[config.mk]
export PLATFORM = sky130hd
export DESIGN_NAME = periph_soc
export DESIGN_NICKNAME = d
export VERILOG_FILES = /design/src/verilog/periph_pkg.sv /design/src/verilog/host_slot_if.sv /design/src/verilog/sync_fifo.sv /design/src/verilog/uart_line.sv /design/src/verilog/uart_regs.sv /design/src/verilog/board_regs.sv /design/src/verilog/periph_soc.sv
export SDC_FILE = /design/constraint.sdc
export NUM_CORES = 1
export LEC_CHECK = 0
export BUFFER_PORTS_ARGS = -buffer_cell sky130_fd_sc_hd__buf_2
export CAP_MARGIN = 40
export CORE_ASPECT_RATIO = 1.75
export CORE_MARGIN = 2
export CORE_UTILIZATION = 45
export CTS_CLUSTER_DIAMETER = 40
export DETAILED_ROUTE_END_ITERATION = 10
export HOLD_SLACK_MARGIN = 0.05
export PLACE_DENSITY = 0.66
export SKIP_CTS_REPAIR_TIMING = 1
export SLEW_MARGIN = 0
export SYNTH_ARGS = -nofsm -noshare
export SYNTH_HDL_FRONTEND = slang
export SYNTH_SLANG_ARGS = --single-unit
[constraint.sdc]
create_clock -name msoc_clk -period 7.5 [get_ports msoc_clk]
set_input_delay 0 -clock msoc_clk [delete_from_list [all_inputs] [get_ports msoc_clk]]
set_output_delay 0 -clock msoc_clk [all_outputs]
set_load 0.01 [all_outputs]
[src/verilog/periph_pkg.sv]
// shared widths, slot numbers, UART operation codes and reset values; import where needed
`default_nettype none

package periph_pkg;

   // host bus
   localparam int HID_ADDR_W = 18;
   localparam int HID_DATA_W = 64;
   localparam int HID_BE_W   = 8;

   // slot numbers on hid_addr[17:15]
   localparam logic [2:0] SLOT_BOARD = 3'd2;
   localparam logic [2:0] SLOT_UART  = 3'd6;

   localparam int CNT_W  = 12;                    // fifo counter width
   localparam int BAUD_W = 16;

   localparam logic [BAUD_W-1:0] BAUD_RESET = 16'd54;   // clocks per bit

   // board register word indices
   localparam logic [3:0]  LED_INDEX      = 4'd15;
   localparam logic [4:0]  DIP_INDEX      = 5'd31;
   localparam logic [31:0] BOARD_UNMAPPED = 32'hDEADBEEF;

   // write operations, selected by hid_addr[13:12]
   typedef enum logic [1:0] {
      UART_OP_TX   = 2'd0,
      UART_OP_RX   = 2'd1,
      UART_OP_BAUD = 2'd2
   } uart_op_t;

   typedef enum logic [2:0] {
      UTX_IDLE, UTX_EMPTY, UTX_POP, UTX_START, UTX_INUSE
   } utx_state_t;

endpackage

`default_nettype wire

[src/verilog/host_slot_if.sv]
// decoded host access for one slot plus its read data; the top drives it, a slot block consumes it
`timescale 1ns/1ps
`default_nettype none

interface host_slot_if
   import periph_pkg::*;
   ();

   logic                  sel;     // slot addressed and hid_en high
   logic                  wr;      // sel with any byte enable
   logic [14:0]           addr;    // offset within the slot
   logic [HID_DATA_W-1:0] wdata;
   logic [HID_DATA_W-1:0] rdata;

   modport host (output sel, wr, addr, wdata, input rdata);
   modport slot (input sel, wr, addr, wdata, output rdata);

endinterface

`default_nettype wire

[src/verilog/sync_fifo.sv]
// single-clock FIFO with a registered head output and free-running write/read counters
`timescale 1ns/1ps
`default_nettype none

module sync_fifo
   import periph_pkg::*;
   #(
      parameter int WIDTH      = 9,
      parameter int DEPTH_LOG2 = 4
   )
   (
      input  wire                msoc_clk,
      input  wire                rstn,
      input  wire                wr_en_i,
      input  wire  [WIDTH-1:0]   din_i,
      input  wire                rd_en_i,
      output logic [WIDTH-1:0]   dout_o,
      output logic               full_o,
      output logic               empty_o,
      output logic [CNT_W-1:0]   wrcount_o,
      output logic [CNT_W-1:0]   rdcount_o
   );

   localparam logic [CNT_W-1:0] DEPTH = CNT_W'(2 ** DEPTH_LOG2);

   logic [WIDTH-1:0] mem [2 ** DEPTH_LOG2];
   logic [CNT_W-1:0] level;
   logic [CNT_W-1:0] rd_next;
   logic             wr_ok;
   logic             rd_ok;

   assign level   = wrcount_o - rdcount_o;   // counters double as pointers
   assign full_o  = (level == DEPTH);
   assign empty_o = (level == '0);
   assign wr_ok   = wr_en_i & ~full_o;       // push to full is dropped
   assign rd_ok   = rd_en_i & ~empty_o;
   assign rd_next = rd_ok ? rdcount_o + CNT_W'(1) : rdcount_o;

   always_ff @(posedge msoc_clk)
      if (wr_ok)
         mem[wrcount_o[DEPTH_LOG2-1:0]] <= din_i;

   // dout_o always holds the entry at the head
   always_ff @(posedge msoc_clk or negedge rstn)
      if (!rstn)
      begin
         wrcount_o <= '0;
         rdcount_o <= '0;
         dout_o    <= '0;
      end
      else
      begin
         if (wr_ok)
            wrcount_o <= wrcount_o + CNT_W'(1);
         rdcount_o <= rd_next;
         if (wr_ok && (wrcount_o == rd_next))
            dout_o <= din_i;                            // write lands at the head
         else if (rd_ok && (rd_next != wrcount_o))
            dout_o <= mem[rd_next[DEPTH_LOG2-1:0]];     // next entry moves up
      end

endmodule

`default_nettype wire

[src/verilog/uart_line.sv]
// UART serializer and deserializer with a three-sample majority filter on the receive pin
`timescale 1ns/1ps
`default_nettype none

module uart_line
   import periph_pkg::*;
   (
      input  wire                msoc_clk,
      input  wire                rstn,
      input  wire  [BAUD_W-1:0]  baud_i,
      input  wire                tx_start_i,
      input  wire  [7:0]         tx_byte_i,
      output logic               tx_busy_o,
      output logic               uart_tx_o,
      input  wire                uart_rx_i,
      output logic               rx_valid_o,
      output logic [7:0]         rx_byte_o,
      output logic               rx_err_o
   );

   logic [9:0]        tx_shift_q;
   logic [3:0]        tx_bits_q;
   logic [BAUD_W-1:0] tx_cnt_q;
   logic [2:0]        rx_samp_q;
   logic              rx_maj;
   logic              rx_maj_q;
   logic              rx_busy_q;
   logic [3:0]        rx_bits_q;
   logic [BAUD_W-1:0] rx_cnt_q;

   assign uart_tx_o = tx_shift_q[0];   // idles high, ones shift in behind the frame

   always_ff @(posedge msoc_clk or negedge rstn)
      if (!rstn)
      begin
         tx_shift_q <= '1;
         tx_bits_q  <= '0;
         tx_cnt_q   <= '0;
         tx_busy_o  <= 1'b0;
      end
      else if (!tx_busy_o)
      begin
         if (tx_start_i)
         begin
            tx_shift_q <= {1'b1, tx_byte_i, 1'b0};   // stop, data lsb first, start
            tx_bits_q  <= '0;
            tx_cnt_q   <= '0;
            tx_busy_o  <= 1'b1;
         end
      end
      else if (tx_cnt_q == baud_i - 1'b1)
      begin
         tx_cnt_q   <= '0;
         tx_shift_q <= {1'b1, tx_shift_q[9:1]};
         tx_bits_q  <= tx_bits_q + 1'b1;
         if (tx_bits_q == 4'd9)
            tx_busy_o <= 1'b0;                     // stop bit done
      end
      else
         tx_cnt_q <= tx_cnt_q + 1'b1;

   assign rx_maj = (rx_samp_q[0] & rx_samp_q[1]) | (rx_samp_q[0] & rx_samp_q[2]) |
                   (rx_samp_q[1] & rx_samp_q[2]);

   always_ff @(posedge msoc_clk or negedge rstn)
      if (!rstn)
      begin
         rx_samp_q  <= '1;
         rx_maj_q   <= 1'b1;
         rx_busy_q  <= 1'b0;
         rx_bits_q  <= '0;
         rx_cnt_q   <= '0;
         rx_byte_o  <= '0;
         rx_valid_o <= 1'b0;
         rx_err_o   <= 1'b0;
      end
      else
      begin
         rx_samp_q  <= {rx_samp_q[1:0], uart_rx_i};
         rx_maj_q   <= rx_maj;
         rx_valid_o <= 1'b0;
         if (!rx_busy_q)
         begin
            if (rx_maj_q && !rx_maj)               // start edge
            begin
               rx_busy_q <= 1'b1;
               rx_bits_q <= '0;
               rx_cnt_q  <= baud_i >> 1;           // aim at mid bit
            end
         end
         else if (rx_cnt_q != '0)
            rx_cnt_q <= rx_cnt_q - 1'b1;
         else
         begin
            rx_cnt_q  <= baud_i - 1'b1;
            rx_bits_q <= rx_bits_q + 1'b1;
            if (rx_bits_q == 4'd0)
            begin
               if (rx_maj)
                  rx_busy_q <= 1'b0;               // glitch, not a start bit
            end
            else if (rx_bits_q == 4'd9)
            begin
               rx_busy_q  <= 1'b0;
               rx_valid_o <= 1'b1;
               rx_err_o   <= ~rx_maj;              // stop bit must be high
            end
            else
               rx_byte_o <= {rx_maj, rx_byte_o[7:1]};
         end
      end

endmodule

`default_nettype wire

[src/verilog/uart_regs.sv]
// UART slot registers; turns host writes into FIFO push/pop and baud loads, feeds the serializer
`timescale 1ns/1ps
`default_nettype none

module uart_regs
   import periph_pkg::*;
   #(parameter int FIFO_DEPTH_LOG2 = 4)
   (
      input  wire                msoc_clk,
      input  wire                rstn,
      host_slot_if.slot          bus,
      output logic [BAUD_W-1:0]  baud_o,
      output logic               tx_start_o,
      output logic [7:0]         tx_byte_o,
      input  wire                tx_busy_i,
      input  wire                rx_valid_i,
      input  wire  [7:0]         rx_byte_i,
      input  wire                rx_err_i,
      output logic               uart_irq_o
   );

   uart_op_t         op;
   utx_state_t       utx_q;
   utx_state_t       utx_d;
   logic             reg_wr;
   logic             tx_push;
   logic             rx_pop;
   logic             tx_full;
   logic             tx_empty;
   logic             rx_full;
   logic             rx_empty;
   logic [8:0]       tx_dout;
   logic [8:0]       rx_dout;
   logic [CNT_W-1:0] tx_wrcount;
   logic [CNT_W-1:0] tx_rdcount;
   logic [CNT_W-1:0] rx_wrcount;
   logic [CNT_W-1:0] rx_rdcount;

   assign reg_wr     = bus.wr & bus.addr[14];
   assign op         = uart_op_t'(bus.addr[13:12]);
   assign tx_push    = reg_wr & (op == UART_OP_TX);
   assign rx_pop     = reg_wr & (op == UART_OP_RX);
   assign tx_start_o = (utx_q == UTX_START);
   assign uart_irq_o = ~rx_empty;   // pending while anything is received

   always_ff @(posedge msoc_clk or negedge rstn)
      if (!rstn)
      begin
         baud_o <= BAUD_RESET;
         utx_q  <= UTX_IDLE;
      end
      else
      begin
         utx_q <= utx_d;
         if (reg_wr && (op == UART_OP_BAUD))
            baud_o <= bus.wdata[BAUD_W-1:0];
      end

   // head leaves the fifo in POP, hold it for START
   always_ff @(posedge msoc_clk)
      if (utx_q == UTX_POP)
         tx_byte_o <= tx_dout[7:0];

   always_comb
   begin
      utx_d = utx_q;
      case (utx_q)
         UTX_IDLE:  utx_d = UTX_EMPTY;
         UTX_EMPTY: if (!tx_empty) utx_d = UTX_POP;
         UTX_POP:   utx_d = UTX_START;
         UTX_START: utx_d = UTX_INUSE;
         UTX_INUSE: if (!tx_busy_i) utx_d = UTX_IDLE;   // frame finished
         default:   utx_d = UTX_IDLE;
      endcase
   end

   always_comb
      if (!bus.addr[14])
         bus.rdata = '0;
      else if (bus.addr[13])
         bus.rdata = {4'b0, tx_wrcount, 4'b0, tx_rdcount, 4'b0, rx_wrcount, 4'b0, rx_rdcount};
      else
         bus.rdata = {52'b0, rx_full, tx_full, rx_empty, rx_dout};   // error bit in rx_dout[8]

   sync_fifo #(.WIDTH(9), .DEPTH_LOG2(FIFO_DEPTH_LOG2)) tx_fifo (
      .msoc_clk  (msoc_clk),
      .rstn      (rstn),
      .wr_en_i   (tx_push),
      .din_i     ({1'b0, bus.wdata[7:0]}),
      .rd_en_i   (utx_q == UTX_POP),
      .dout_o    (tx_dout),
      .full_o    (tx_full),
      .empty_o   (tx_empty),
      .wrcount_o (tx_wrcount),
      .rdcount_o (tx_rdcount)
   );

   sync_fifo #(.WIDTH(9), .DEPTH_LOG2(FIFO_DEPTH_LOG2)) rx_fifo (
      .msoc_clk  (msoc_clk),
      .rstn      (rstn),
      .wr_en_i   (rx_valid_i),              // lost when full
      .din_i     ({rx_err_i, rx_byte_i}),
      .rd_en_i   (rx_pop),
      .dout_o    (rx_dout),
      .full_o    (rx_full),
      .empty_o   (rx_empty),
      .wrcount_o (rx_wrcount),
      .rdcount_o (rx_rdcount)
   );

endmodule

`default_nettype wire

[src/verilog/board_regs.sv]
// board slot: LED output register and registered DIP switch readback
`timescale 1ns/1ps
`default_nettype none

module board_regs
   import periph_pkg::*;
   (
      input  wire          msoc_clk,
      input  wire          rstn,
      host_slot_if.slot    bus,
      output logic [7:0]   to_led_o,
      input  wire  [15:0]  from_dip_i
   );

   logic [15:0]           dip_q;
   logic [HID_DATA_W-1:0] rdata_q;

   assign bus.rdata = rdata_q;   // one cycle behind the address

   always_ff @(posedge msoc_clk or negedge rstn)
      if (!rstn)
      begin
         to_led_o <= '0;
         dip_q    <= '0;
         rdata_q  <= '0;
      end
      else
      begin
         dip_q <= from_dip_i;                    // sampled every cycle
         if (bus.wr && (bus.addr[6:3] == LED_INDEX))
            to_led_o <= bus.wdata[7:0];
         if (bus.sel)
         begin
            if (bus.addr[7:3] == DIP_INDEX)
               rdata_q <= {48'b0, dip_q};
            else
               rdata_q <= {32'b0, BOARD_UNMAPPED};
         end
      end

endmodule

`default_nettype wire

[src/verilog/periph_soc.sv]
// peripheral top: decodes the host bus into slots and merges read data from the UART and board slots
`timescale 1ns/1ps
`default_nettype none

module periph_soc
   import periph_pkg::*;
   #(parameter int FIFO_DEPTH_LOG2 = 4)
   (
      input  wire                   msoc_clk,
      input  wire                   rstn,
      input  wire                   hid_en_i,
      input  wire  [HID_BE_W-1:0]   hid_we_i,
      input  wire  [HID_ADDR_W-1:0] hid_addr_i,
      input  wire  [HID_DATA_W-1:0] hid_wrdata_i,
      output logic [HID_DATA_W-1:0] hid_rddata_o,
      input  wire                   uart_rx_i,
      output logic                  uart_tx_o,
      output logic                  uart_irq_o,
      output logic [7:0]            to_led_o,
      input  wire  [15:0]           from_dip_i
   );

   logic [2:0]        slot;
   logic [BAUD_W-1:0] baud;
   logic              tx_start;
   logic              tx_busy;
   logic              rx_valid;
   logic              rx_err;
   logic [7:0]        tx_byte;
   logic [7:0]        rx_byte;

   host_slot_if uart_bus ();
   host_slot_if board_bus ();

   assign slot = hid_addr_i[HID_ADDR_W-1 -: 3];

   assign uart_bus.sel   = hid_en_i & (slot == SLOT_UART);
   assign uart_bus.wr    = uart_bus.sel & (|hid_we_i);
   assign uart_bus.addr  = hid_addr_i[14:0];
   assign uart_bus.wdata = hid_wrdata_i;

   assign board_bus.sel   = hid_en_i & (slot == SLOT_BOARD);
   assign board_bus.wr    = board_bus.sel & (|hid_we_i);
   assign board_bus.addr  = hid_addr_i[14:0];
   assign board_bus.wdata = hid_wrdata_i;

   always_comb
      case (slot)
         SLOT_UART:  hid_rddata_o = uart_bus.rdata;
         SLOT_BOARD: hid_rddata_o = board_bus.rdata;
         default:    hid_rddata_o = '0;            // unused slots
      endcase

   uart_regs #(.FIFO_DEPTH_LOG2(FIFO_DEPTH_LOG2)) uart_regs0 (
      .msoc_clk   (msoc_clk),
      .rstn       (rstn),
      .bus        (uart_bus.slot),
      .baud_o     (baud),
      .tx_start_o (tx_start),
      .tx_byte_o  (tx_byte),
      .tx_busy_i  (tx_busy),
      .rx_valid_i (rx_valid),
      .rx_byte_i  (rx_byte),
      .rx_err_i   (rx_err),
      .uart_irq_o (uart_irq_o)
   );

   uart_line uart_line0 (
      .msoc_clk   (msoc_clk),
      .rstn       (rstn),
      .baud_i     (baud),
      .tx_start_i (tx_start),
      .tx_byte_i  (tx_byte),
      .tx_busy_o  (tx_busy),
      .uart_tx_o  (uart_tx_o),
      .uart_rx_i  (uart_rx_i),
      .rx_valid_o (rx_valid),
      .rx_byte_o  (rx_byte),
      .rx_err_o   (rx_err)
   );

   board_regs board_regs0 (
      .msoc_clk   (msoc_clk),
      .rstn       (rstn),
      .bus        (board_bus.slot),
      .to_led_o   (to_led_o),
      .from_dip_i (from_dip_i)
   );

endmodule

`default_nettype wire

==> results by group <==
Floorplanning
  – # rows: 113
  – Chip height: 314 um
  – DIE AREA: about 57000 um^2
  – Ports: 184
  – Starting density of the core: 45.6%
  – Core area: roughly 54000 um^2
  – Die width: 181 um

Worst setup path
  – Crit end category: flop
  – Worst setup path start: uart_regs0.rx_fifo.rdcount_o[3]
  – Crit start category: flop
  – CP Cell Sequence: inv_1 > ha_1 > a21oi_1 > and2_1 > a22oi_1 > mux2_2 > and3_2 > a31oi_4 > buf_4 > mux2i_1 > nor3_2 > nand4_1 > o21ai_1 > o31ai_2 > o221a_2
  – Worst Path Buf+Inv: 2
  – Max stage delay on crit path: 700 ps
  – Setup Crit Path Kind: flop to flop
  – WP data required: 7970 ps
  – WP data arrival: 5790 ps
  – CP max stage cell: dfrtp_1
  – Worst R2R Start: uart_regs0.rx_fifo.rdcount_o[3]
  – Delay-heaviest family, CP: compound AO/OA/AOI/OAI gates
  – Crit Path Max Fanout: 24

Route
  – DR vias: 16582
  – Avg WL per Cell: 22.0 um
  – DR pass1 iterations: 5
  – Initial drt markers: roughly 1000
  – DR vias/cell: a little under 6
  – Drt drc: 0
  – ANT nets after route: 0
  – Post-Route WL: 62.9 mm

Synth
  – Post-synth top area share: 33.9%
  – Cell taking the most area after synthesis: edfxtp_1
  – Synth Cell Area: 24800 um^2
  – Post-synthesis sequential area ratio: a little over half
  – Predominant post-synthesis flop cell: edfxtp_1
  – Syn. warnings: 0
  – Most common cell in the netlist: edfxtp_1
  – Synth Register Bits: 470
  – Mapped Cells: 1972
  – Post-synth ARST share: 40.4%
  – Synth top cells by count: 280 x edfxtp_1, 271 x mux2i_1, 173 x dfrtp_1
  – Post-synth EDFFs: 280
  – Netlist cell types: 97
  – Mean Syn Cell Area: 12.6 um^2
  – Synth area leaders: edfxtp_1 34%, dfrtp_1 17%, mux2i_1 11%

Layout
  – Design Area, Final: 28300 um^2
  – Share of cells above drive strength 1: 18.3%
  – Diodes inserted: 0
  – Area growth syn-to-layout: 14.1%
  – Final nets: 2276

Timing
  – Slew Limit Headroom: 41.4%
  – FMAX: approximately 190 MHz
  – RSZ-0062 raised after global routing: no
  – Setup-failing EPs final: 0
  – Worst Slack Setup Final: roughly 2200 ps
  – Count of pins over their slew limit: 0
  – Final period utilization: 71.0%
  – Final hold slack: between 20 and 30 ps
  – Min Tclk post-route: 5320 ps
  – Setup_tns: 0 ps
  – Worst slew pin tran: 879 ps
  – Final hold violations: 0
  – Layout Skew: 23.2 ps

Clocking
  – Clock sinks: 470
  – CTS tree: yes
  – Clk buf depth: 3
  – Root buffer cell: clkbuf_16
  – Reg clk slew, reported paths: approximately 60 ps
  – Clk_lat worst skew: between 500 and 600 ps
  – CTS Buf Count: 51
  – CTS H-tree lvls: 2

Placed design
  – I/O Buffers: 119
  – Cell area after placement: ~26000 um^2
  – Setup WS pre-CTS: 2240 ps
  – HPWL after DPL: 44.7 mm
  – Final GP Congestion: approximately 0.90

Power and ir drop
  – Pwr Total: 6.23 mW
  – Worst IR drop on VDD: 0.201 mV
  – Leak pwr: 11.6 nW
  – Total power per unit cell area: 220 nW/um^2

Global routing
  – Largest net degree at the start of global routing: 81
  – GR Util met2: a little over two fifths
  – Initial antenna violation count: 0
  – Met1 GRT Util: 23.0%
  – Tot GR Track Use: 22.0%
  – Number of global-route vias before repair: 17162
  – Met3 Use GR: 2.09%
  – First-pass GRT wire length: 96.9 mm
  – Gr busiest metal: met2
  – Grt ovf: 0

Run
  – Max cap viols: 0

Status
  – Run status: complete, no violations

Worst hold path
  – Path category of the worst min-delay check: input port to async pin
layout make-up:
type                            instances  area, um^2
Multi-Input combinational cell       1337       11000
Clock inverter                         31         284
Inverter                               61         229
Clock buffer                           65        1340
Fill cell                            4724       26000
Timing Repair Buffer                  204        1410
Sequential cell                       470       13200
Tap cell                              690         863
metrics by stage:
| stage | cells | util [%] |
|---|---|---|
| floorplan | 1980 | - |
| global placement | 2701 | 47.9 |
| detailed placement | 2721 | 48.3 |
| CTS | 2817 | 51.3 |
| global route | 2858 | 52.1 |
| finish | 2858 | 52.1 |
cell usage in the layout, fill, tap and decap left out, types with 39 or more instances in the layout:
cell type	netlist	final
dfrtp_1	173	172
inv_1	60	59
clkbuf_16	0	51
nor2_1	89	89
edfxtp_1	280	280
mux2i_1	271	271
buf_2	10	118
ha_1	41	39
nand3_1	42	42
nand2_1	118	118
xnor2_1	81	81
a21oi_1	43	43
o21ai_0	95	95
dlygate4sd3_1	0	41
and3_1	58	58
mux2_2	42	42
mux4_2	50	50
worst register-to-register path, cell delays in order (launching register included):
cell	delay, ps
dfrtp_1	700
inv_1	270
ha_1	410
a21oi_1	270
and2_1	220
a22oi_1	90
mux2_2	300
and3_2	260
a31oi_4	290
buf_4	440
mux2i_1	220
nor3_2	200
nand4_1	180
o21ai_1	670
o31ai_2	370
o221a_2	330
report_power, final:
| part | internal [mW] | total, mW | switching, mW |
|---|---|---|---|
| registers | 2.83 | 2.96 | 0.128 |
| clock network | 1.36 | 2.44 | 1.08 |
| logic | 0.372 | 0.829 | 0.457 |
| total | 4.57 | 6.23 | 1.67 |
state kept, by name, indices dropped and copies added (netlist names), 9 cells and up:
| name | count |
|---|---|
| uart_regs0.rx_fifo.rdcount_o | 12 |
| uart_regs0.rx_fifo.dout_o | 9 |
| uart_regs0.rx_fifo.mem | 144 |
| uart_line0.rx_cnt_q | 16 |
| uart_regs0.tx_fifo.mem | 128 |
| uart_line0.tx_cnt_q | 16 |
| uart_regs0.tx_fifo.rdcount_o | 12 |
| uart_regs0.baud_o | 16 |
| uart_regs0.rx_fifo.wrcount_o | 12 |
| uart_line0.tx_shift_q | 9 |
| uart_regs0.tx_fifo.wrcount_o | 12 |
| board_regs0.dip_q | 16 |
| board_regs0.bus.rdata | 17 |
logic make-up (layout without fill, tap and decap cells):
kind of cell,count (synthesis),in the layout,share of synthesized area [%]
AO/OA/AOI/OAI,302,302,8.50
AND/OR/NAND/NOR,496,496,10.8
multiplexers,367,367,17.8
buffers and inverters,173,361,3.00
flip-flops,470,470,53.2
other,1,9,0.0151
adder cells (fa/ha/maj),41,41,2.07
XOR/XNOR,122,122,4.62
final timing paths:
| check | slack, ps | to | cells after the start |
|---|---|---|---|
| max | 2180 | uart_regs0.rx_fifo.dout_o[4] | 15 |
| min | 30 | uart_regs0.baud_o[11] | 2 |
| max reg2reg | 2180 | uart_regs0.rx_fifo.dout_o[4] | 15 |
| min reg2reg | 370 | uart_line0.rx_samp_q[2] | 0 |
| max in group asynchronous | 6010 | uart_regs0.tx_fifo.rdcount_o[1] | 3 |
| min in group msoc_clk | 50 | uart_regs0.baud_o[2] | 5 |
metal layers:
| layer | wire length (um) | vias to the layer above |
|---|---|---|
| met5 | 0 | - |
| met4 | 3150 | 0 |
| met3 | 2170 | 142 |
| met2 | 35300 | 395 |
| met1 | 22300 | 8345 |
| li1 | - | 7700 |
(Power assumes the default switching activity.)
